File: src/ln_pkg.sv
package ln_pkg;

    // row geometry
    localparam int lanes = 8;
    // power of two so the mean and the variance come from a shift
    localparam int row_beats = 8;
    localparam int row_elems = lanes * row_beats;
    localparam int elems_log2 = $clog2(row_elems);
    localparam int beat_idx_w = $clog2(row_beats);

    // datapath widths
    localparam int acc_w = 32;
    localparam int shift_w = 5;

    // int8 activation element
    typedef logic signed [7:0] data_t;

    // x minus mean, needs one extra bit
    typedef logic signed [8:0] cent_t;

    // square of a centered element, always positive
    typedef logic [16:0] sq_t;

    typedef data_t [lanes-1:0] data_beat_t;

    // row buffer payload
    typedef cent_t [lanes-1:0] cent_beat_t;

    typedef sq_t [lanes-1:0] sq_beat_t;

    // per-element scale and offset
    typedef struct packed {
        data_t gamma;
        data_t beta;
    } coef_t;

    typedef coef_t [lanes-1:0] coef_beat_t;

    // handed from the stats pass to the normalizer
    typedef struct packed {
        data_t               mean;
        logic [shift_w-1:0]  std_shift;
    } row_stats_t;

endpackage
File: src/ln_stats.sv
module ln_stats (
    input  logic               clk,
    input  logic               rstn,
    input  logic               in_vld,
    input  ln_pkg::data_beat_t in_data,
    output logic               wr,
    output ln_pkg::cent_beat_t wr_data,
    output logic               rd_recirc,
    input  ln_pkg::cent_beat_t rd_data,
    output logic               norm_start,
    output ln_pkg::row_stats_t stats,
    input  logic               norm_done
);
    import ln_pkg::*;

    typedef enum logic [1:0] {
        ph_mean,
        ph_var,
        ph_norm
    } phase_t;

    phase_t                     phase;
    logic [beat_idx_w:0]        in_cnt;
    logic                       in_take;
    logic                       mean_vld;
    logic [acc_w-1:0]           mean_sum;
    logic [beat_idx_w-1:0]      mean_cnt;
    logic [acc_w-1:0]           mean_acc;
    logic [acc_w-1:0]           mean_total;
    logic                       mean_last;
    data_t                      mean;
    logic [beat_idx_w:0]        rd_cnt;
    logic                       rd_q;
    cent_beat_t                 cent;
    logic signed [2*$bits(cent_t)-1:0] sq_full [lanes];
    sq_beat_t                   sq;
    logic                       var_vld;
    logic [acc_w-1:0]           var_sum;
    logic [beat_idx_w-1:0]      var_cnt;
    logic [acc_w-1:0]           var_acc;
    logic [acc_w-1:0]           var_total;
    logic                       var_last;
    logic [acc_w-1:0]           variance;
    logic [shift_w-1:0]         std_shift;

    // inverse std as a shift, half the leading-one position
    // zero variance falls out as zero
    function automatic logic [shift_w-1:0] half_lead(input logic [acc_w-1:0] v);
        logic [shift_w-1:0] pos;
        pos = '0;
        for (int b = 0; b < acc_w; b++) begin
            if (v[b]) begin
                pos = shift_w'(b);
            end
        end
        return pos >> 1;
    endfunction

    // one row of beats per mean pass, extras dropped
    assign in_take = in_vld && (phase == ph_mean) && (in_cnt != row_beats);

    ln_adder_tree #(
        .lane_t (data_t)
    ) u_mean_tree (
        .clk      (clk),
        .rstn     (rstn),
        .in_vld   (in_take),
        .in_lanes (in_data),
        .sum_vld  (mean_vld),
        .sum      (mean_sum)
    );

    assign mean_total = mean_acc + mean_sum;
    assign mean_last  = mean_vld && (mean_cnt == beat_idx_w'(row_beats - 1));

    // variance pass reads the whole row once
    assign rd_recirc = (phase == ph_var) && (rd_cnt != row_beats);

    // buffered beat arrives the cycle after its read
    always_comb begin
        for (int i = 0; i < lanes; i++) begin
            cent[i]    = rd_data[i] - cent_t'(mean);
            sq_full[i] = cent[i] * cent[i];
            sq[i]      = sq_t'(sq_full[i]);
        end
    end

    ln_adder_tree #(
        .lane_t (sq_t)
    ) u_var_tree (
        .clk      (clk),
        .rstn     (rstn),
        .in_vld   (rd_q),
        .in_lanes (sq),
        .sum_vld  (var_vld),
        .sum      (var_sum)
    );

    assign var_total = var_acc + var_sum;
    assign var_last  = var_vld && (var_cnt == beat_idx_w'(row_beats - 1));
    assign variance  = var_total >> elems_log2;

    assign stats = '{mean: mean, std_shift: std_shift};

    always_ff @(posedge clk or negedge rstn) begin
        if (!rstn) begin
            phase      <= ph_mean;
            in_cnt     <= '0;
            mean_cnt   <= '0;
            mean_acc   <= '0;
            mean       <= '0;
            rd_cnt     <= '0;
            rd_q       <= 1'b0;
            var_cnt    <= '0;
            var_acc    <= '0;
            std_shift  <= '0;
            norm_start <= 1'b0;
            wr         <= 1'b0;
        end else begin
            rd_q       <= rd_recirc;
            // raw beats in the mean pass, centered beats write back later
            wr         <= in_take | rd_q;
            norm_start <= var_last;
            if (in_take) begin
                in_cnt <= in_cnt + 1'b1;
            end
            if (mean_vld) begin
                mean_cnt <= mean_cnt + 1'b1;
                mean_acc <= mean_last ? '0 : mean_total;
            end
            if (rd_recirc) begin
                rd_cnt <= rd_cnt + 1'b1;
            end
            if (var_vld) begin
                var_cnt <= var_cnt + 1'b1;
                var_acc <= var_last ? '0 : var_total;
            end
            if (var_last) begin
                std_shift <= half_lead(variance);
            end
            case (phase)
                ph_mean: begin
                    if (mean_last) begin
                        phase  <= ph_var;
                        in_cnt <= '0;
                        mean   <= data_t'($signed(mean_total) >>> elems_log2);
                    end
                end
                ph_var: begin
                    // leave once the stats are handed over
                    if (norm_start) begin
                        phase  <= ph_norm;
                        rd_cnt <= '0;
                    end
                end
                ph_norm: begin
                    if (norm_done) begin
                        phase <= ph_mean;
                    end
                end
                default: begin
                    phase <= ph_mean;
                end
            endcase
        end
    end

    always_ff @(posedge clk) begin
        for (int i = 0; i < lanes; i++) begin
            wr_data[i] <= in_take ? cent_t'(in_data[i]) : cent[i];
        end
    end

    // buffer only written by the first two passes
    assert property (@(posedge clk) disable iff (!rstn)
        wr |-> (phase == ph_mean || phase == ph_var));

    assert property (@(posedge clk) disable iff (!rstn)
        norm_start |-> (phase == ph_var));

endmodule

File: src/ln_adder_tree.sv
module ln_adder_tree #(
    parameter type lane_t = ln_pkg::data_t
) (
    input  logic                       clk,
    input  logic                       rstn,
    input  logic                       in_vld,
    input  lane_t [ln_pkg::lanes-1:0]  in_lanes,
    output logic                       sum_vld,
    output logic [ln_pkg::acc_w-1:0]   sum
);
    import ln_pkg::*;

    // lanes widened to the accumulator width
    logic [acc_w-1:0] ext    [lanes];
    // first level of pair sums, registered
    logic [acc_w-1:0] lvl1_q [lanes/2];
    // second level, combinational
    logic [acc_w-1:0] lvl2   [lanes/4];
    logic             lvl1_vld;

    // size cast keeps lane signedness
    // so int8 data sign-extends and squares zero-extend
    always_comb begin
        for (int i = 0; i < lanes; i++) begin
            ext[i] = acc_w'(in_lanes[i]);
        end
    end

    always_comb begin
        for (int i = 0; i < lanes / 4; i++) begin
            lvl2[i] = lvl1_q[2*i] + lvl1_q[2*i+1];
        end
    end

    // valid pipeline, two stages
    always_ff @(posedge clk or negedge rstn) begin
        if (!rstn) begin
            lvl1_vld <= 1'b0;
            sum_vld  <= 1'b0;
        end else begin
            lvl1_vld <= in_vld;
            sum_vld  <= lvl1_vld;
        end
    end

    // sums only move with their valid
    // back to back beats stay in flight together
    always_ff @(posedge clk) begin
        if (in_vld) begin
            for (int i = 0; i < lanes / 2; i++) begin
                lvl1_q[i] <= ext[2*i] + ext[2*i+1];
            end
        end
        if (lvl1_vld) begin
            // last level closes the tree
            sum <= lvl2[0] + lvl2[1];
        end
    end

endmodule

File: config.mk
export PLATFORM = sky130hd
export DESIGN_NAME = ln_stats
export DESIGN_NICKNAME = d
export VERILOG_FILES = /design/src/ln_pkg.sv /design/src/ln_stats.sv /design/src/ln_adder_tree.sv
export SDC_FILE = /design/constraint.sdc
export NUM_CORES = 2
export LEC_CHECK = 0
export ABC_AREA = 1
export ABC_CLOCK_PERIOD_IN_PS = 18900
export BUFFER_PORTS_ARGS = -buffer_cell sky130_fd_sc_hd__buf_2
export CAP_MARGIN = 20
export CORE_ASPECT_RATIO = 0.75
export CORE_UTILIZATION = 36
export CTS_CLUSTER_DIAMETER = 30
export DETAILED_ROUTE_END_ITERATION = 7
export PLACE_DENSITY = 0.57
export SLEW_MARGIN = 20
export SYNTH_ARGS = -nofsm -noshare
export SYNTH_HDL_FRONTEND = slang
export SYNTH_SLANG_ARGS = --single-unit
File: constraint.sdc
create_clock -name clk -period 18.9 [get_ports clk]
set_input_delay 2.835 -clock clk [delete_from_list [all_inputs] [get_ports clk]]
set_output_delay 2.835 -clock clk [all_outputs]
set_load 0.01 [all_outputs]
-- After elaboration in Yosys (flattened, before gate mapping)
Memory sizes are Yosys's and may differ from the RTL's.
Index checks and enable logic that the tools add are counted.
- $add $sub $neg: 28
- multiply operators: 8
- equal/unequal tests: 9
- mux-type cells: 49
- bitwise operators: 1
- reductions and logical operators: 8
- operators by type and width (kind ; number):
    $add 32x32->32 ; 8
    $mul 9x9->17 ; 8
    $mux 5 ; 23
    $add 17x17->18 ; 4
    $mux 9 ; 8
    $sub 9x8->9 ; 8
    $mux 32 ; 2
    $add 8x8->9 ; 4
    $mux 4 ; 6
    $add 4x1->4 const B ; 2
    $mux 2 ; 4
    $ne 4x4->1 const B ; 2
    $add 3x1->3 const B ; 2
    $eq 3x3->1 const B ; 2
    $ne 2x2->1 const B ; 3
    $pmux 2 s3 ; 1
    $logic_and 1x1->1 ; 5
    $mux 1 ; 5
    $reduce_and 3->1 ; 1
    $eq 2x1->1 const B ; 1
    $eq 2x2->1 const B ; 1
    $logic_not 2->1 ; 1
    $reduce_and 2->1 ; 1
    $or 1x1->1 ; 1
- register bits: 235
- RAM bits: 200
- bits of input ports: 140
- output and inout port bits: 88
- word-level logic and storage cells: 131
- memories: 2
- memories (name ; words ; width ; read ports ; clocked after Yosys merged registers in ; wr ports ; RTL line ; text):
    u_mean_tree.lvl1_q ; 4 ; 32 ; 4 ; 0 ; 4 ; ln_adder_tree.sv:16 ; logic [acc_w-1:0] lvl1_q [lanes/2];
    u_var_tree.lvl1_q ; 4 ; 18 ; 4 ; 0 ; 4 ; ln_adder_tree.sv:16 ;

-- Longest topological paths before layout
- word-level depth: 26
- depth in mapped cells: 43

-- Hierarchy
Synthesis repeated with hierarchy kept, for this count alone.
- cells, all modules: 5288
- area total of the unflattened synthesis: 43038.8 um2
- by module, submodules not included (module ; instances ; cells an instance ; area each (um2) ; seq. area each (um2)):
    ln_stats ; 1 ; 3672 ; 29503.3 ; 3368.2
    ln_adder_tree (u_var_tree) ; 1 ; 1115 ; 8694.6 ; 2812.7
    ln_adder_tree (u_mean_tree) ; 1 ; 501 ; 4840.9 ; 2092.0

-- Least setup slack after synthesis
No wires, ideal clock.
- path type: input to register
- from: in rd_data[27] (netlist bit)
- to: mem u_var_tree.lvl1_q[1][15] (netlist bit) (data pin)
- setup time: 0.269 ns
- arrival: 9.680 ns
- data required time: 18.631 ns
- path slack: 8.952 ns
- cell stages on the path: 40
- path buffers: 1
- path through: inv_1 > ha_1 > inv_1 > fa_1 > nand3_1 > and2_1 > inv_1 > a21oi_1 > o21ai_1 > nand2_1 > nand2_1 > a21oi_1 > nand2_1 > nand2_1 > buf_2 > nor2_1 > fa_1 > inv_1 > [... 4 more ...] > inv_1 > fa_1 > inv_1 > ha_1 > nand3_1 > nand2_1 > a21oi_1 > o21bai_1 > a21oi_1 > o21bai_1 > xor2_1 > inv_1 > ha_1 > nand2_1 > nor2_1 > or3b_2 > o2111ai_1 > xor2_1
- RTL lines (what ; RTL line ; text):
    start, declared ; ln_stats.sv:9 ; input ln_pkg::cent_beat_t rd_data,
    end, declared ; ln_adder_tree.sv:16 ;

==> results.toml <==
[place]
io_buffers = 226
place_congestion = 0.890
dpl.hpwl_mm = 84.8

[synth]
synth_edf_count = 142
seq_area_frac_synth = 0.197
yosysWarnings = 0
synthTopCellsByArea = "fa_1, ha_1, edfxtp_1"
yosys.cell_count.top_type = "inv_1"
synth_area_um2 = 39200
yosys.area.top_type = "fa_1"
synth_area_per_cell_um2 = 8.78
synthTopCellsByCount = "inv_1, nand2_1, fa_1, ha_1, nor2_1"
synth.ff_latch_count = 295
synth_cell_types = 52
synth_cells = 4468
ys.flop_type = "edfxtp_1"
synth-async-reset-ratio = 0.275
netlist.area_leader.share = 0.262
syn_nets = 5630

[global_route]
track_usage = 0.192
grt_max_degree = 73
first_global_vias = 29141
antenna_found_initial = 11
overflow = 0
grt_pass1_wl_mm = 163

[layout]
multi_input_area_um2 = 27300
n_antenna_cell = 0
seqCellArea_um2 = 7730
finish.net_count = 5897
drive_above_1_share = 0.0954
fillerInstances = 10665
syn2layout_area_growth_pct = 13.3

[critical_path]
cp.required_ps = 19250
worstSetupEndpoint = "u_var_tree.lvl1_q[1][15]"
critPathKind = "in -> reg"
slowest_stage = "fa_1"
cp-end-kind = "flop"
cp_common_cell = "inv_1"
r2r-start = "mean[0]"
cp_slowest_stage_delay_ps = 540
cp-start-kind = "input pin"
crit_start = "rd_data[27]"
r2r_end = "u_var_tree.lvl1_q[1][15]"
reg2reg_slack_ps = 9750
critPathMaxFanout = 13
arrival_ps = 10630
rr_worst_depth = 39

[floorplanning]
die_w_um = 383
die_area_um2 = 110000
core_um2 = 108000
initial_core_util = 0.365
die_h_um = 288
rows = 104
top_level_ports = 228

[drt]
avgViaCountPerCell = 4.66
wl_per_cell_um = 16.5
wl_mm = 103
drt_iter0_drc = 1668
dr_total_vias = 28992
antenna_left = 0
drt_pass1_iterations = 7
drcViolationCount = 4

[clock_tree]
clock_latency_ps = 630
cts_tree = "yes"
clock_sink_count = 295
cts_buffers = 68
cts_resized = 0
cts_hold_buf = 0
cts.reportedPaths.clkPinSlew_ps = 50
cts-root-to-sink-buffers = 3
cts-root-buf = "clkbuf_16"
postCtsSetupBuffers = 0
cts_max_level = 3

[worst_hold_path]
hold_depth = 1
worstHoldPathType = "reg -> reg"

[sta]
setup_violations = 0
hold_viol = 0
min_period_ps = 10280
fin_skew_ps = 44.8
fin_setup_tns_ps = 0
finalCritPeriodShare = 0.544
slew_headroom = 0.243
slew_violations = 0
max_freq_mhz = 97.3
rsz0062_at_grt = "no"
worst_slew_pin_slew_ps = 1120

[outcome]
status = "finished with violations"
violations = "design-rule violations"

[job]
drv_cap = 0
-- how the worst min path moves through the flow --
stage / start / to / slack, ps
CTS: rd_cnt[3] / rd_cnt[3] / 470
finish: rd_cnt[3] / rd_cnt[3] / 470
floorplan: rd_cnt[3] / rd_cnt[3] / 430
global route: rd_cnt[3] / rd_cnt[3] / 480
global placement: rd_cnt[3] / rd_cnt[3] / 460
detailed placement: rd_cnt[3] / rd_cnt[3] / 460
-- metrics by stage --
step	setup WS, ps	hold WS (ps)	util	cells	cell area (um2)
after detailed placement	8020	464	0.391	6095	42100
after CTS	8660	465	0.413	6219	44500
after global placement	8110	459	0.391	6095	42100
final	8620	466	0.413	6220	44500
after global routing	7880	483	0.413	6220	44500
after floorplan	8950	434	-	4468	39200
-- worst max-delay path, delay by kind of cell --
| family | cells | cell delay (ps) |
|---|---|---|
| adders and majority gates | 9 | 3800 |
| buffers and inverters | 9 | 570 |
| AOI/OAI and AO/OA | 8 | 1050 |
| and+or+nand+nor | 12 | 2100 |
| xor gates and xnor gates | 2 | 290 |
-- placed cells by master, fill, tap and decap left out, types with 20 or more instances in the layout --
cell,synthesis,layout
or2_2,31,31
a21oi_1,250,250
buf_2,5,225
ha_1,509,509
edfxtp_1,142,142
nand2_1,630,630
o21ai_1,30,30
nor2_1,344,344
xor2_1,182,182
dfrtp_1,81,79
fa_1,513,513
dfxtp_1,72,72
nand3_1,84,84
o21ai_0,159,159
a21o_1,20,20
xnor2_1,107,107
clkbuf_16,0,68
inv_1,1030,1029
o21bai_1,28,28
-- routing by layer --
metal	share of wire	routed length [um]	GRT usage
met4	0.026	2650	0.0523
met3	0.054	5510	0.0317
met5	0.00091	94	0
met2	0.45	45800	0.302
met1	0.47	48800	0.273
-- registers in the layout, summed over array words and instances, names as in the netlist --
signal and cells:
std_shift 4, var_cnt 3, u_var_tree.sum_vld 1, var_acc 32, u_var_tree.sum 20, u_mean_tree.sum 14, norm_start 1, mean_acc 14
rd_cnt 4, wr 1, mean 8, u_mean_tree.sum_vld 1, u_var_tree.lvl1_vld 1, rd_q 1, u_var_tree.lvl1_q 72, mean_cnt 3
wr_data 72, u_mean_tree.lvl1_vld 1, in_cnt 4, phase 2, u_mean_tree.lvl1_q 36
-- final cells by class --
type                            count  area share
Tap cell                         1431      0.0403
Clock inverter                     49      0.0141
Timing Repair Buffer              244      0.0285
Sequential cell                   295       0.174
Clock buffer                       75      0.0389
Inverter                         1060      0.0898
Multi-Input combinational cell   3066       0.614
-- kinds of logic (layout without fill, tap and decap cells) --
logic type	after synthesis	after routing	synth area share
compound gates	560	560	0.0799
xor+xnor	289	289	0.0645
fa+ha+maj	1022	1022	0.424
buf+inv	1107	1428	0.106
flops	295	295	0.197
other cells	1	1	0.0000956
simple gates	1194	1194	0.128
Power is not shown: default switching activity piles up to over one toggle a cycle in this logic, so the estimate is an artifact.
