===== config.mk =====
export PLATFORM = sky130hd
export DESIGN_NAME = ln_row_buffer
export DESIGN_NICKNAME = d
export VERILOG_FILES = /design/src/ln_pkg.sv /design/src/ln_row_buffer.sv
export SDC_FILE = /design/constraint.sdc
export NUM_CORES = 1
export LEC_CHECK = 0
export BUFFER_PORTS_ARGS = -buffer_cell sky130_fd_sc_hd__buf_2
export CAP_MARGIN = 15
export CORE_MARGIN = 5
export CORE_UTILIZATION = 40
export DETAILED_ROUTE_END_ITERATION = 6
export HOLD_SLACK_MARGIN = 0.12
export PLACE_DENSITY_LB_ADDON = 0.25
export SYNTH_ARGS = -nofsm -noshare
export SYNTH_HDL_FRONTEND = slang
export SYNTH_SLANG_ARGS = --single-unit

===== constraint.sdc =====
create_clock -name clk -period 12.1 [get_ports clk]
set_clock_uncertainty 0.15 [all_clocks]
set_input_delay 0.605 -clock clk [delete_from_list [all_inputs] [get_ports clk]]
set_output_delay 0.605 -clock clk [all_outputs]
set_load 0.01 [all_outputs]

===== src/ln_pkg.sv =====
package ln_pkg;

    // row geometry
    localparam int lanes = 8;
    // power of two so the mean and the variance come from a shift
    localparam int row_beats = 8;
    localparam int row_elems = lanes * row_beats;
    localparam int elems_log2 = $clog2(row_elems);
    localparam int beat_idx_w = $clog2(row_beats);

    // datapath widths
    localparam int acc_w = 32;
    localparam int shift_w = 5;

    // int8 activation element
    typedef logic signed [7:0] data_t;

    // x minus mean, needs one extra bit
    typedef logic signed [8:0] cent_t;

    // square of a centered element, always positive
    typedef logic [16:0] sq_t;

    typedef data_t [lanes-1:0] data_beat_t;

    // row buffer payload
    typedef cent_t [lanes-1:0] cent_beat_t;

    typedef sq_t [lanes-1:0] sq_beat_t;

    // per-element scale and offset
    typedef struct packed {
        data_t gamma;
        data_t beta;
    } coef_t;

    typedef coef_t [lanes-1:0] coef_beat_t;

    // handed from the stats pass to the normalizer
    typedef struct packed {
        data_t               mean;
        logic [shift_w-1:0]  std_shift;
    } row_stats_t;

endpackage

===== src/ln_row_buffer.sv =====
module ln_row_buffer (
    input  logic               clk,
    input  logic               rstn,
    input  logic               wr,
    input  ln_pkg::cent_beat_t wr_data,
    input  logic               rd_recirc,
    input  logic               rd_drain,
    output ln_pkg::cent_beat_t rd_data
);
    import ln_pkg::*;

    cent_beat_t             mem [row_beats];
    logic [beat_idx_w-1:0]  wr_ptr;
    logic [beat_idx_w-1:0]  rd_ptr;
    logic [beat_idx_w:0]    count;
    logic                   rd;

    // one read port shared by the variance and drain passes
    assign rd = rd_recirc | rd_drain;

    // pointers wrap on their own, depth is a power of two
    always_ff @(posedge clk or negedge rstn) begin
        if (!rstn) begin
            wr_ptr <= '0;
            rd_ptr <= '0;
            count  <= '0;
        end else begin
            if (wr) begin
                wr_ptr <= wr_ptr + 1'b1;
            end
            if (rd) begin
                rd_ptr <= rd_ptr + 1'b1;
            end
            case ({wr, rd})
                2'b10:   count <= count + 1'b1;
                2'b01:   count <= count - 1'b1;
                default: count <= count;
            endcase
        end
    end

    // registered read, data valid the next cycle
    always_ff @(posedge clk) begin
        if (wr) begin
            mem[wr_ptr] <= wr_data;
        end
        if (rd) begin
            rd_data <= mem[rd_ptr];
        end
    end

    assert property (@(posedge clk) disable iff (!rstn)
        (wr && count == row_beats) |-> rd);

    assert property (@(posedge clk) disable iff (!rstn)
        rd |-> (count != 0));

    assert property (@(posedge clk) disable iff (!rstn)
        !(rd_recirc && rd_drain));

endmodule


==> Yosys cells after proc, flatten, opt, wreduce, memory -nomap -nowiden <==
Memories as Yosys holds them, arrays and structs flattened. A register that Yosys moved wholly into a read port is not among the register bits.
Cells that the tools add are included.
W data, S select, Z words.
{ "totals": {"regBits": 6, "latch_bits": 0, "mem_bits_rw": 576, "mem_bits_ro": 0, "inputBits": 77, "out_inout_bits": 72, "wordCells": 8, "n_memories": 1} }
{ "mem_list": {"columns": ["memory", "words", "width", "read_ports", "rd_ports_with_merged_regs", "wr", "line", "rtl"], "rows": [
  ["mem", 8, 72, 1, 1, 1, "ln_row_buffer.sv:12", "cent_beat_t mem [row_beats];"]
]} }
{ "op_classes": {"n_addsub": 2, "n_mul": 0, "div_mod_pow": 0, "order_cmp": 0, "eq_ne": 0, "n_shift": 0, "n_mux": 2, "n_bitwise": 1, "n_reduce_logical": 0} }
{ "ops": {"columns": ["cell", "count"], "rows": [
  ["$add A3 B1 Y3 const B", 2],
  ["$mux W1", 2],
  ["$or A1 B1 Y1", 1]
]} }

==> Logic depth before layout (Yosys ltp) <==
Gate-level depths: netlist (run 1).
{ "depth": {"depth_word": 2, "ltp_mapped": 5, "mapped_depth_nobuf": 3} }

==> Worst setup path before layout (run 1) <==
No wires, ideal clock.
{ "synth_path": {"path_kind": "input to register", "startpoint": "in wr", "endpoint": "mem mem[0][0] in the netlist's numbering (enable)", "setup_ns": 0.591, "t_arrival_ns": 5.586, "t_required_ns": 11.359, "setup_slack_ns": 5.773, "cell_stages": 2, "n_path_buf": 0, "cell_sequence": "nand2b_1 nor3_1"} }
{ "synth_between": {"elab_chain_cells": 2} }
{ "synth_rtl": {"columns": ["item", "line", "rtl"], "rows": [
  ["from (decl)", "ln_row_buffer.sv:4", "input logic wr,"],
  ["$mux W1", "ln_row_buffer.sv:44", "if (wr) begin"],
  ["$mux W1 (implied by the code)", "ln_row_buffer.sv:45", "mem[wr_ptr] <= wr_data;"],
  ["to (decl)", "ln_row_buffer.sv:12", null]
]} }
No other way between the ends.

==> results of run 1 <==
[sequential cells by signal, indices dropped and copies added, names as in the netlist]
name / cells
mem: 576
rd_ptr: 3
rd_data: 72
wr_ptr: 3
[layer usage]
layer | wire length [µm] | track usage
met2 | 24580 | 0.2496
met3 | 2298 | 0.03211
met1 | 21230 | 0.2097
met5 | 13 | 0
met4 | 796 | 0.04166
[layout make-up]
cell class / instances / area [µm²] / area share
antenna: 3 / 7.507 / 0.0002632
clock buffer: 98 / 1963 / 0.06882
clock inverter: 32 / 216.5 / 0.007588
inverter: 1 / 6.256 / 0.0002193
multi-input combinational: 240 / 4263 / 0.1494
sequential: 654 / 19620 / 0.6878
tap: 773 / 967.2 / 0.03391
timing repair buffer: 225 / 1481 / 0.05193
[through the flow]
step	worst slack [ns]	cells
final	8.913	2026
after global routing	8.647	2024
after CTS	8.829	2023
after detailed placement	8.712	1833
after global placement	8.743	1833
after floorplan	5.773	935
[path summary, 6_finish.rpt]
path,endpoint,slack [ns],cells past startpoint
hold reg to reg,wr_ptr[1],0.43,1
min in group asynchronous,rd_ptr[0],0.26,2
setup / recovery,rd_data[7],8.91,3
setup reg to reg,rd_data[7],8.91,3
hold / removal,wr_ptr[0],0.15,2
max in group asynchronous,rd_ptr[1],11.35,2
[worst max-delay path, delay by kind of cell, from the launching register on]
kind	cells	cell delay, ns
multiplexers	2	0.91
buffers and inverters	1	0.59
flip-flops	1	0.91
[where the power goes]
part	switching, mW	total [mW]	internal (mW)	leakage, nW
sequential	0.209	3.22	3.01	6.03
clock	0.836	2.02	1.18	1.05
combinational	0.767	1.57	0.801	2.19
[logic make-up (layout without fill, tap and decap cells)]
| kind of cell | Yosys count | count (layout) | synth area share |
|---|---|---|---|
| flip-flops | 654 | 654 | 0.8157 |
| other | 0 | 3 | 0 |
| adder cells (fa/ha/maj) | 2 | 2 | 0.001041 |
| AND/OR/NAND/NOR | 15 | 15 | 0.002759 |
| XOR/XNOR | 4 | 4 | 0.001458 |
| AO/OA/AOI/OAI | 1 | 1 | 0.0002080 |
| multiplexers | 218 | 218 | 0.1696 |
| buffers and inverters | 41 | 356 | 0.009316 |
[cell usage in the layout (no fill, tap or decap)]
| cell | netlist | layout |
|---|---|---|
| edfxtp_1 | 648 | 648 |
| buf_2 | 11 | 148 |
| mux4_2 | 144 | 144 |
| clkbuf_16 | 0 | 75 |
| mux2_2 | 74 | 74 |
| dlygate4sd3_1 | 0 | 60 |
| clkbuf_1 | 17 | 23 |
| buf_4 | 1 | 16 |
| clkinv_1 | 0 | 14 |
| clkinv_2 | 0 | 8 |
| nor2_4 | 0 | 6 |
| clkinvlp_4 | 0 | 5 |
| diode_2 | 0 | 3 |
| nand2_1 | 3 | 3 |
| nand2b_1 | 3 | 3 |
| xnor2_1 | 3 | 3 |
| inv_6 | 0 | 3 |
| dfrtp_4 | 0 | 3 |
| dfrtp_1 | 6 | 3 |
| nor3_2 | 0 | 2 |
| ha_1 | 2 | 2 |
| bufinv_16 | 0 | 2 |
| nor2_1 | 7 | 1 |
| inv_4 | 0 | 1 |
| xor2_1 | 1 | 1 |
| o21ai_0 | 1 | 1 |
| buf_12 | 0 | 1 |
==> impl_metrics.toml, run 1 <==
[status]
status = "completed"

[drt]
vias_per_cell = 5.154
firstDrtPassIters = 4
drc = 0
wire_per_inst_um = 24.15
wl_mm = 48.92
dr_total_vias = 10440
ant_nets = 0
drt_iter0_drc = 704

[yosys]
synth_top_cell_area_share = 0.8094
async_reset_ff_frac = 0.009174
ys.flop_type = "edfxtp_1"
yosys_warnings = 0
postSynthCellCount = 935
yosysMostFrequentCell = "edfxtp_1"
yosysSeqAreaShare = 0.8157
yosys-top-cells-area = "edfxtp_1 (81%), mux4_2 (13%), mux2_2 (3.5%), dfrtp_1 (0.62%), buf_6 (0.33%)"
synth_top_cell_by_area = "edfxtp_1"
synth_area_per_cell_um2 = 25.71
synth_edf_count = 648
synth_cell_type_count = 18
ys_ff_latch = 654
synth_nets = 1014
ys_top_cells_by_count = "edfxtp_1 (648), mux4_2 (144), mux2_2 (74), clkbuf_1 (17), buf_2 (11)"
syn_area_um2 = 24040

[timing]
fin_crit_sh = 0.2634
finalSetupViolCount = 0
finalSetupTns_ns = 0
finalHoldViolations = 0
fin_crit_ns = 3.187
worst_hold_slack_ns = 0.1535
max_slew_margin = 0.2459
slew_viol_final = 0
fmax_mhz = 313.8
tightest_slew_ns = 1.131
rsz0062_at_grt = "false"

[placed_design]
hpwl_mm = 24.40
globalplace.congestion = 0.6664
place_area_um2 = 25740
place.port_buffers = 148

[cts]
clk_latency_ns = 0.59
numCtsBuffers = 71
clk_path_buf_depth = 3
clock_sinks = 654
cts_setup_buffers = 0
h-tree-depth = 3
cts_hold_buffers = 60
clockRootBuffer = "clkbuf_16"
path_clk_slew_ns = 0.06
cts_resized = 0
cts_tree = "built"

[layout]
fin_nets = 1272
fill_cells = 4842
stdcell_area_um2 = 28520
finalCoreUtilization = 0.4815
drive_above_1_share = 0.3904
area_growth_pct = 18.65

[hold_path]
min_from = "wr"
hold_path.class = "in2reg"

[worst_setup_path]
timing.rr.start = "rd_ptr[0]"
end_kind = "register"
cp.required_ns = 12.27
cp-startpoint = "rd_ptr[0]"
max_stage_delay_ns = 0.91
crit_type = "reg2reg"
cp.arrival_ns = 3.36
path_max_fanout = 110
slowest_stage = "dfrtp_4"
path_cells = "buf_12 -> mux4_2 -> mux2_2"
startpoint_type = "register"

[grt]
grt-ovfl-total = 0
grt_usage = 0.1521
grt_antenna_before_repair = 5
grt_max_degree = 111
grt_pass1_vias = 11270
grt_pass1_wl_mm = 73.28

[power]
powerDensity_nw_per_um2 = 238.4
p_total_mw = 6.800
leakage_nw = 9.270
ir_drop_mv = 0.1369

[floorplanning]
ioPinCount = 149
die_w_um = 255.2
die_area_um2 = 65100
die_h_um = 255.2
start_util = 0.4058
std_cell_rows = 89
coreArea_um2 = 59240

[run]
maxCapViolations = 0
(Power assumes the default switching activity.)
==> run 2, diff against run 1 <==
--- a/config.mk
+++ b/config.mk
@@ -5,6 +5,7 @@
 export SDC_FILE = /design/constraint.sdc
 export NUM_CORES = 1
 export LEC_CHECK = 0
+export ABC_AREA = 1
 export BUFFER_PORTS_ARGS = -buffer_cell sky130_fd_sc_hd__buf_2
 export CAP_MARGIN = 15
 export CORE_MARGIN = 5
==> constraint.sdc (replaced) <==
create_clock -name clk -period 2.8 [get_ports clk]
set_clock_uncertainty 0.15 [all_clocks]
set_input_delay 0.14 -clock clk [delete_from_list [all_inputs] [get_ports clk]]
set_output_delay 0.14 -clock clk [all_outputs]
set_load 0.01 [all_outputs]
==> impl_metrics.toml, run 2 <==
[status]
status = "completed"

[drt]
drt_iter0_drc = 1104
wire_per_inst_um = 16.97
drc = 0
dr_total_vias = 17480
ant_nets = 0
firstDrtPassIters = 5
wl_mm = 63.83
vias_per_cell = 4.646

[worst_setup_path]
rrSetupSlack_ns = 0.72
crit_type = "in2reg"
cp.required_ns = 2.87
cp.arrival_ns = 2.26
end_kind = "register"
r2r_cells = 4
path_max_fanout = 26
cp-startpoint = "rd_recirc"
startpoint_type = "primary input"
timing.rr.start = "rd_ptr[2]"

[timing]
finalSetupViolCount = 0
rsz0062_at_grt = "false"
tightest_slew_ns = 0.8698
max_slew_margin = 0.4201
finalSetupTns_ns = 0
slew_viol_final = 0
fin_crit_sh = 0.7838
worst_hold_slack_ns = 0.1913
fin_ws_ns = 0.6053
fin_crit_ns = 2.195
fmax_mhz = 455.6
finalHoldViolations = 0

[cts]
clockRootBuffer = "clkbuf_16"
clk_latency_ns = 0.60
clock_sinks = 654
cts_resized = 0
cts_tree = "built"
clk_path_buf_depth = 3
path_clk_slew_ns = 0.06
h-tree-depth = 3
numCtsBuffers = 70

[yosys]
synth_area_per_cell_um2 = 10.59
syn_area_um2 = 27510
synth-xor-area-share = 0.0009550
yosys-top-cells-area = "edfxtp_1 (71%), nand2_1 (13%), inv_1 (7.9%), nand3_1 (5.2%), buf_2 (0.95%)"
yosysSeqAreaShare = 0.7127
synthMuxAreaShare = 0
synth_top_cell_area_share = 0.7073
synth_top_family_by_area = "simple AND/OR/NAND/NOR gates"
yosys_warnings = 0
ys.flop_type = "edfxtp_1"
ys_top_cells_by_count = "nand2_1 (947), edfxtp_1 (648), inv_1 (581), nand3_1 (288), buf_2 (52)"
postSynthCellCount = 2599
synth_edf_count = 648
synth_fa_ha_area_frac = 0.0009095
synth_compound_area_frac = 0.0003638
yosys.area_share.simple = 0.1830
yosysMostFrequentCell = "nand2_1"
ys_ff_latch = 654
synth_nets = 2678
synth_cell_type_count = 17
synth_top_cell_by_area = "edfxtp_1"
async_reset_ff_frac = 0.009174

[floorplanning]
die_area_um2 = 74130
ioPinCount = 149
coreArea_um2 = 68470
die_w_um = 272.3
die_h_um = 272.3
start_util = 0.4018
std_cell_rows = 96

[layout]
fill_cells = 6105
stdcell_area_um2 = 32270
area_growth_pct = 17.30
drive_above_1_share = 0.1009
mostFrequentLayoutCells = "nand2_1 (947), edfxtp_1 (648), inv_1 (580)"
fin_cells = 3762
finalCoreUtilization = 0.4713
multi_input_area_um2 = 5157
top_register = "mem"
register_area_um2 = 19620
layout_commonest_cell = "nand2_1"
fin_nets = 2902
largest_register_ffs = 576
reg_top3 = "mem x576, rd_data x72"

[power]
p_total_mw = 31.23
ir_drop_mv = 0.8280
leakage_nw = 14.53
powerDensity_nw_per_um2 = 967.8

[placed_design]
hpwl_mm = 33.32
place_area_um2 = 29340
dp_slack_ns = 0.7172
dp_cells = 3556
place.port_buffers = 148
globalplace.congestion = 0.7411

[hold_path]
hold_path.class = "in2reg"
min_from = "wr_data[11]"
hold_depth = 2

[grt]
grt_pass1_vias = 17430
grt_pass1_wl_mm = 98.76
use_met3 = 0.03092
grt-ovfl-total = 0
gr-usage-met2 = 0.2973
grt_util_met1 = 0.2208
grt_max_degree = 181
grt_usage = 0.1711
grt_antenna_before_repair = 8
top_usage_layer = "met2"

[run]
maxCapViolations = 0
==> run 2: changes by cell type in the layout (fill, tap and decap cells not counted), moves of 3 or more <==
| cell | before | now |
|---|---|---|
| nand2_1 | 3 | 947 |
| inv_1 | 0 | 580 |
| nand3_1 | 0 | 288 |
| mux4_2 | 144 | 0 |
| mux2_2 | 74 | 0 |
| buf_12 | 1 | 19 |
| dlygate4sd3_1 | 60 | 77 |
| clkinvlp_4 | 5 | 1 |
| clkbuf_1 | 23 | 20 |
| nand2b_1 | 3 | 0 |
| xnor2_1 | 3 | 0 |
==> run 2: worst paths after layout <==
| kind | endpoint |
|---|---|
| worst max-delay path | rd_data[47] |
| worst min-delay path | mem[1][11] |
| worst max register to register | rd_data[43] |
| worst min register to register | wr_ptr[0] |
| max in group asynchronous | rd_ptr[0] |
| min in group asynchronous | rd_ptr[1] |
==> run 2: worst max-delay path: stages <==
cell	delay [ns]
dlygate4sd3_1	0.52
buf_2	0.09
nor2_1	0.05
dlygate4sd3_1	0.65
inv_4	0.25
buf_4	0.52
==> run 2: timing repair <==
action | CTS | global route
buffers inserted | 0 | 0
hold buffers | 77 | 0
endpoints found under the hold margin | 597 | 0
==> run 2: power by group <==
group / internal [mW] / switching [mW]
registers: 12.6 / 0.546
logic: 2.89 / 6.48
clock network: 5.07 / 3.62
==> run 2: layer usage <==
metal  share of wire  vias up
li1                -     8612
met1            0.43     8379
met2            0.50      394
met3           0.049       89
met4           0.019        6
met5         0.00044        -
==> run 2: final cells by class <==
cell class / count / share of cell area
repair buffers: 261 / 0.06258
multi-input cells: 1252 / 0.1598
clock buffers: 96 / 0.06056
well taps: 882 / 0.03420
diodes: 5 / 0.0003877
clock inverters: 28 / 0.006126
inverters: 584 / 0.06835
flip-flops and latches: 654 / 0.6080
==> run 2: cell families after synthesis <==
kind of cell,Yosys count
AO/OA/AOI/OAI,2
XOR/XNOR,3
adder cells (fa/ha/maj),2
buffers and inverters,693
flip-flops,654
AND/OR/NAND/NOR,1245
==> run 3, diff against run 2 <==
==> constraint.sdc (replaced) <==
create_clock -name clk -period 2.13 [get_ports clk]
set_clock_uncertainty 0.15 [all_clocks]
set_input_delay 0.1065 -clock clk [delete_from_list [all_inputs] [get_ports clk]]
set_output_delay 0.1065 -clock clk [all_outputs]
set_load 0.01 [all_outputs]
==> impl_metrics.toml, run 3 (same netlist as run 2, synthesis figures left out) <==
[status]
status = "completed"

[cts]
path_clk_slew_ns = 0.06
clk_path_buf_depth = 3
cts_setup_buffers = 0
cts_tree = "built"
numCtsBuffers = 68
clk_latency_ns = 0.60
clock_sinks = 654
h-tree-depth = 3
clockRootBuffer = "clkbuf_16"

[placed_design]
dp_slack_ns = 0.2740
globalplace.congestion = 0.7317
hpwl_mm = 33.07
place.port_buffers = 148

[worst_setup_path]
path_max_fanout = 126
cp.required_ns = 2.31
r2r_cells = 6
startpoint_type = "register"
crit_type = "reg2reg"
worst-path-buf-inv = 1
path_cells = "buf_12 -> nand2_1 -> nand3_1 -> nand2_1 -> nand2_1 -> nand2_1"
end_kind = "register"
critical_path_depth = 6
slowest_stage = "dfrtp_4"
max_stage_delay_ns = 0.48
cp.arrival_ns = 2.05
crit_family = "flip-flops"
crit_path_frequent_cell = "nand2_1"

[timing]
finalHoldViolations = 0
max_slew_margin = 0.5750
fmax_mhz = 534.7
finalSetupTns_ns = 0
slew_viol_final = 0
finalSetupViolCount = 0
fin_ws_ns = 0.2598
tightest_slew_ns = 0.6375
fin_crit_ns = 1.870
fin_crit_sh = 0.8780
rsz0062_at_grt = "false"
worst_hold_slack_ns = 0.1507

[floorplanning]
die_w_um = 272.3
coreArea_um2 = 68470
start_util = 0.4018
std_cell_rows = 96
die_area_um2 = 74130
die_h_um = 272.3
ioPinCount = 149

[drt]
dr_total_vias = 17420
vias_per_cell = 4.631
drt_iter0_drc = 1387
firstDrtPassIters = 6
drc = 0
wire_per_inst_um = 16.95
wl_mm = 63.77
ant_nets = 0

[run]
maxCapViolations = 0

[grt]
grt_antenna_before_repair = 5
grt_pass1_vias = 17230
grt_usage = 0.1717
grt_max_degree = 127
grt_pass1_wl_mm = 99.05
grt-ovfl-total = 0

[layout]
reg_top3 = "mem x576, rd_data x72"
drive_above_1_share = 0.1025
layout_commonest_cell = "nand2_1"
largest_register_ffs = 576
fin_nets = 2905
top_register = "mem"
fill_cells = 6134
mostFrequentLayoutCells = "nand2_1 (947), edfxtp_1 (648), inv_1 (580)"
area_growth_pct = 18.00

[hold_path]
hold_path.class = "in2reg"
hold_depth = 4

[power]
ir_drop_mv = 0.9870
powerDensity_nw_per_um2 = 1273
leakage_nw = 14.60
p_total_mw = 41.34
-- run 3: cell count changes in the layout (fill, tap and decap cells not counted), moves of 2 or more --
cell / previous run / this run
buf_12: 19 / 36
clkbuf_16: 74 / 68
clkinv_2: 8 / 11
clkbuf_1: 20 / 14
clkinv_1: 14 / 17
bufinv_16: 2 / 5
clkinv_8: 1 / 3
buf_4: 17 / 5
diode_2: 5 / 2
clkbuf_8: 2 / 0
-- run 3: cell type report --
cell class | instances | area (µm²) | area share
flip-flops and latches | 654 | 19620 | 0.6043
multi-input cells | 1252 | 5160 | 0.1589
repair buffers | 266 | 2270 | 0.06991
inverters | 584 | 2206 | 0.06795
clock buffers | 82 | 1754 | 0.05403
well taps | 882 | 1104 | 0.03399
clock inverters | 39 | 346.6 | 0.01068
diodes | 2 | 5.005 | 0.0001542
-- run 3: worst paths after layout --
kind | end | slack, ns | start
setup / recovery | rd_data[25] | 0.26 | rd_ptr[0]
hold / removal | rd_data[67] | 0.15 | rd_drain
setup reg to reg | rd_data[25] | 0.26 | rd_ptr[0]
hold reg to reg | wr_ptr[0] | 0.40 | wr_ptr[0]
max in group asynchronous | rd_ptr[0] | 1.20 | rstn
min in group asynchronous | wr_ptr[1] | 0.37 | rstn
-- run 3: routing by layer --
layer | GRT usage | up-vias | wire length [µm]
met5 | 0 | - | 41
met4 | 0.05644 | 6 | 1583
met3 | 0.03057 | 112 | 3293
met2 | 0.2902 | 383 | 30940
met1 | 0.2261 | 8331 | 27910
li1 | - | 8587 | -
-- run 3: what timing repair did --
action                                 in CTS  in global routing
hold buffers                               77                  0
resized for setup                           0                  0
endpoints found under the hold margin     586                  0
-- run 3: where the power goes --
part	switching [mW]	total [mW]	internal [mW]
sequential	0.689	17.3	16.6
clock	4.78	11.3	6.50
combinational	8.67	12.8	4.12
-- run 3: worst register-to-register path: cells and delay by family (launching register included) --
| kind | cells | cell delay, ns |
|---|---|---|
| and+or+nand+nor | 5 | 0.55 |
| DFF | 1 | 0.48 |
| buffers and inverters | 1 | 0.44 |
-- run 3: through the flow --
step / util / instance area, µm² / instances
2_1_floorplan: - / 27580 / 2599
3_3_place_gp: 0.4322 / 29590 / 3561
3_5_place_dp: 0.4322 / 29590 / 3561
6_report: 0.4742 / 32460 / 3761
5_1_grt: 0.4741 / 32460 / 3760
4_1_cts: 0.4741 / 32460 / 3759
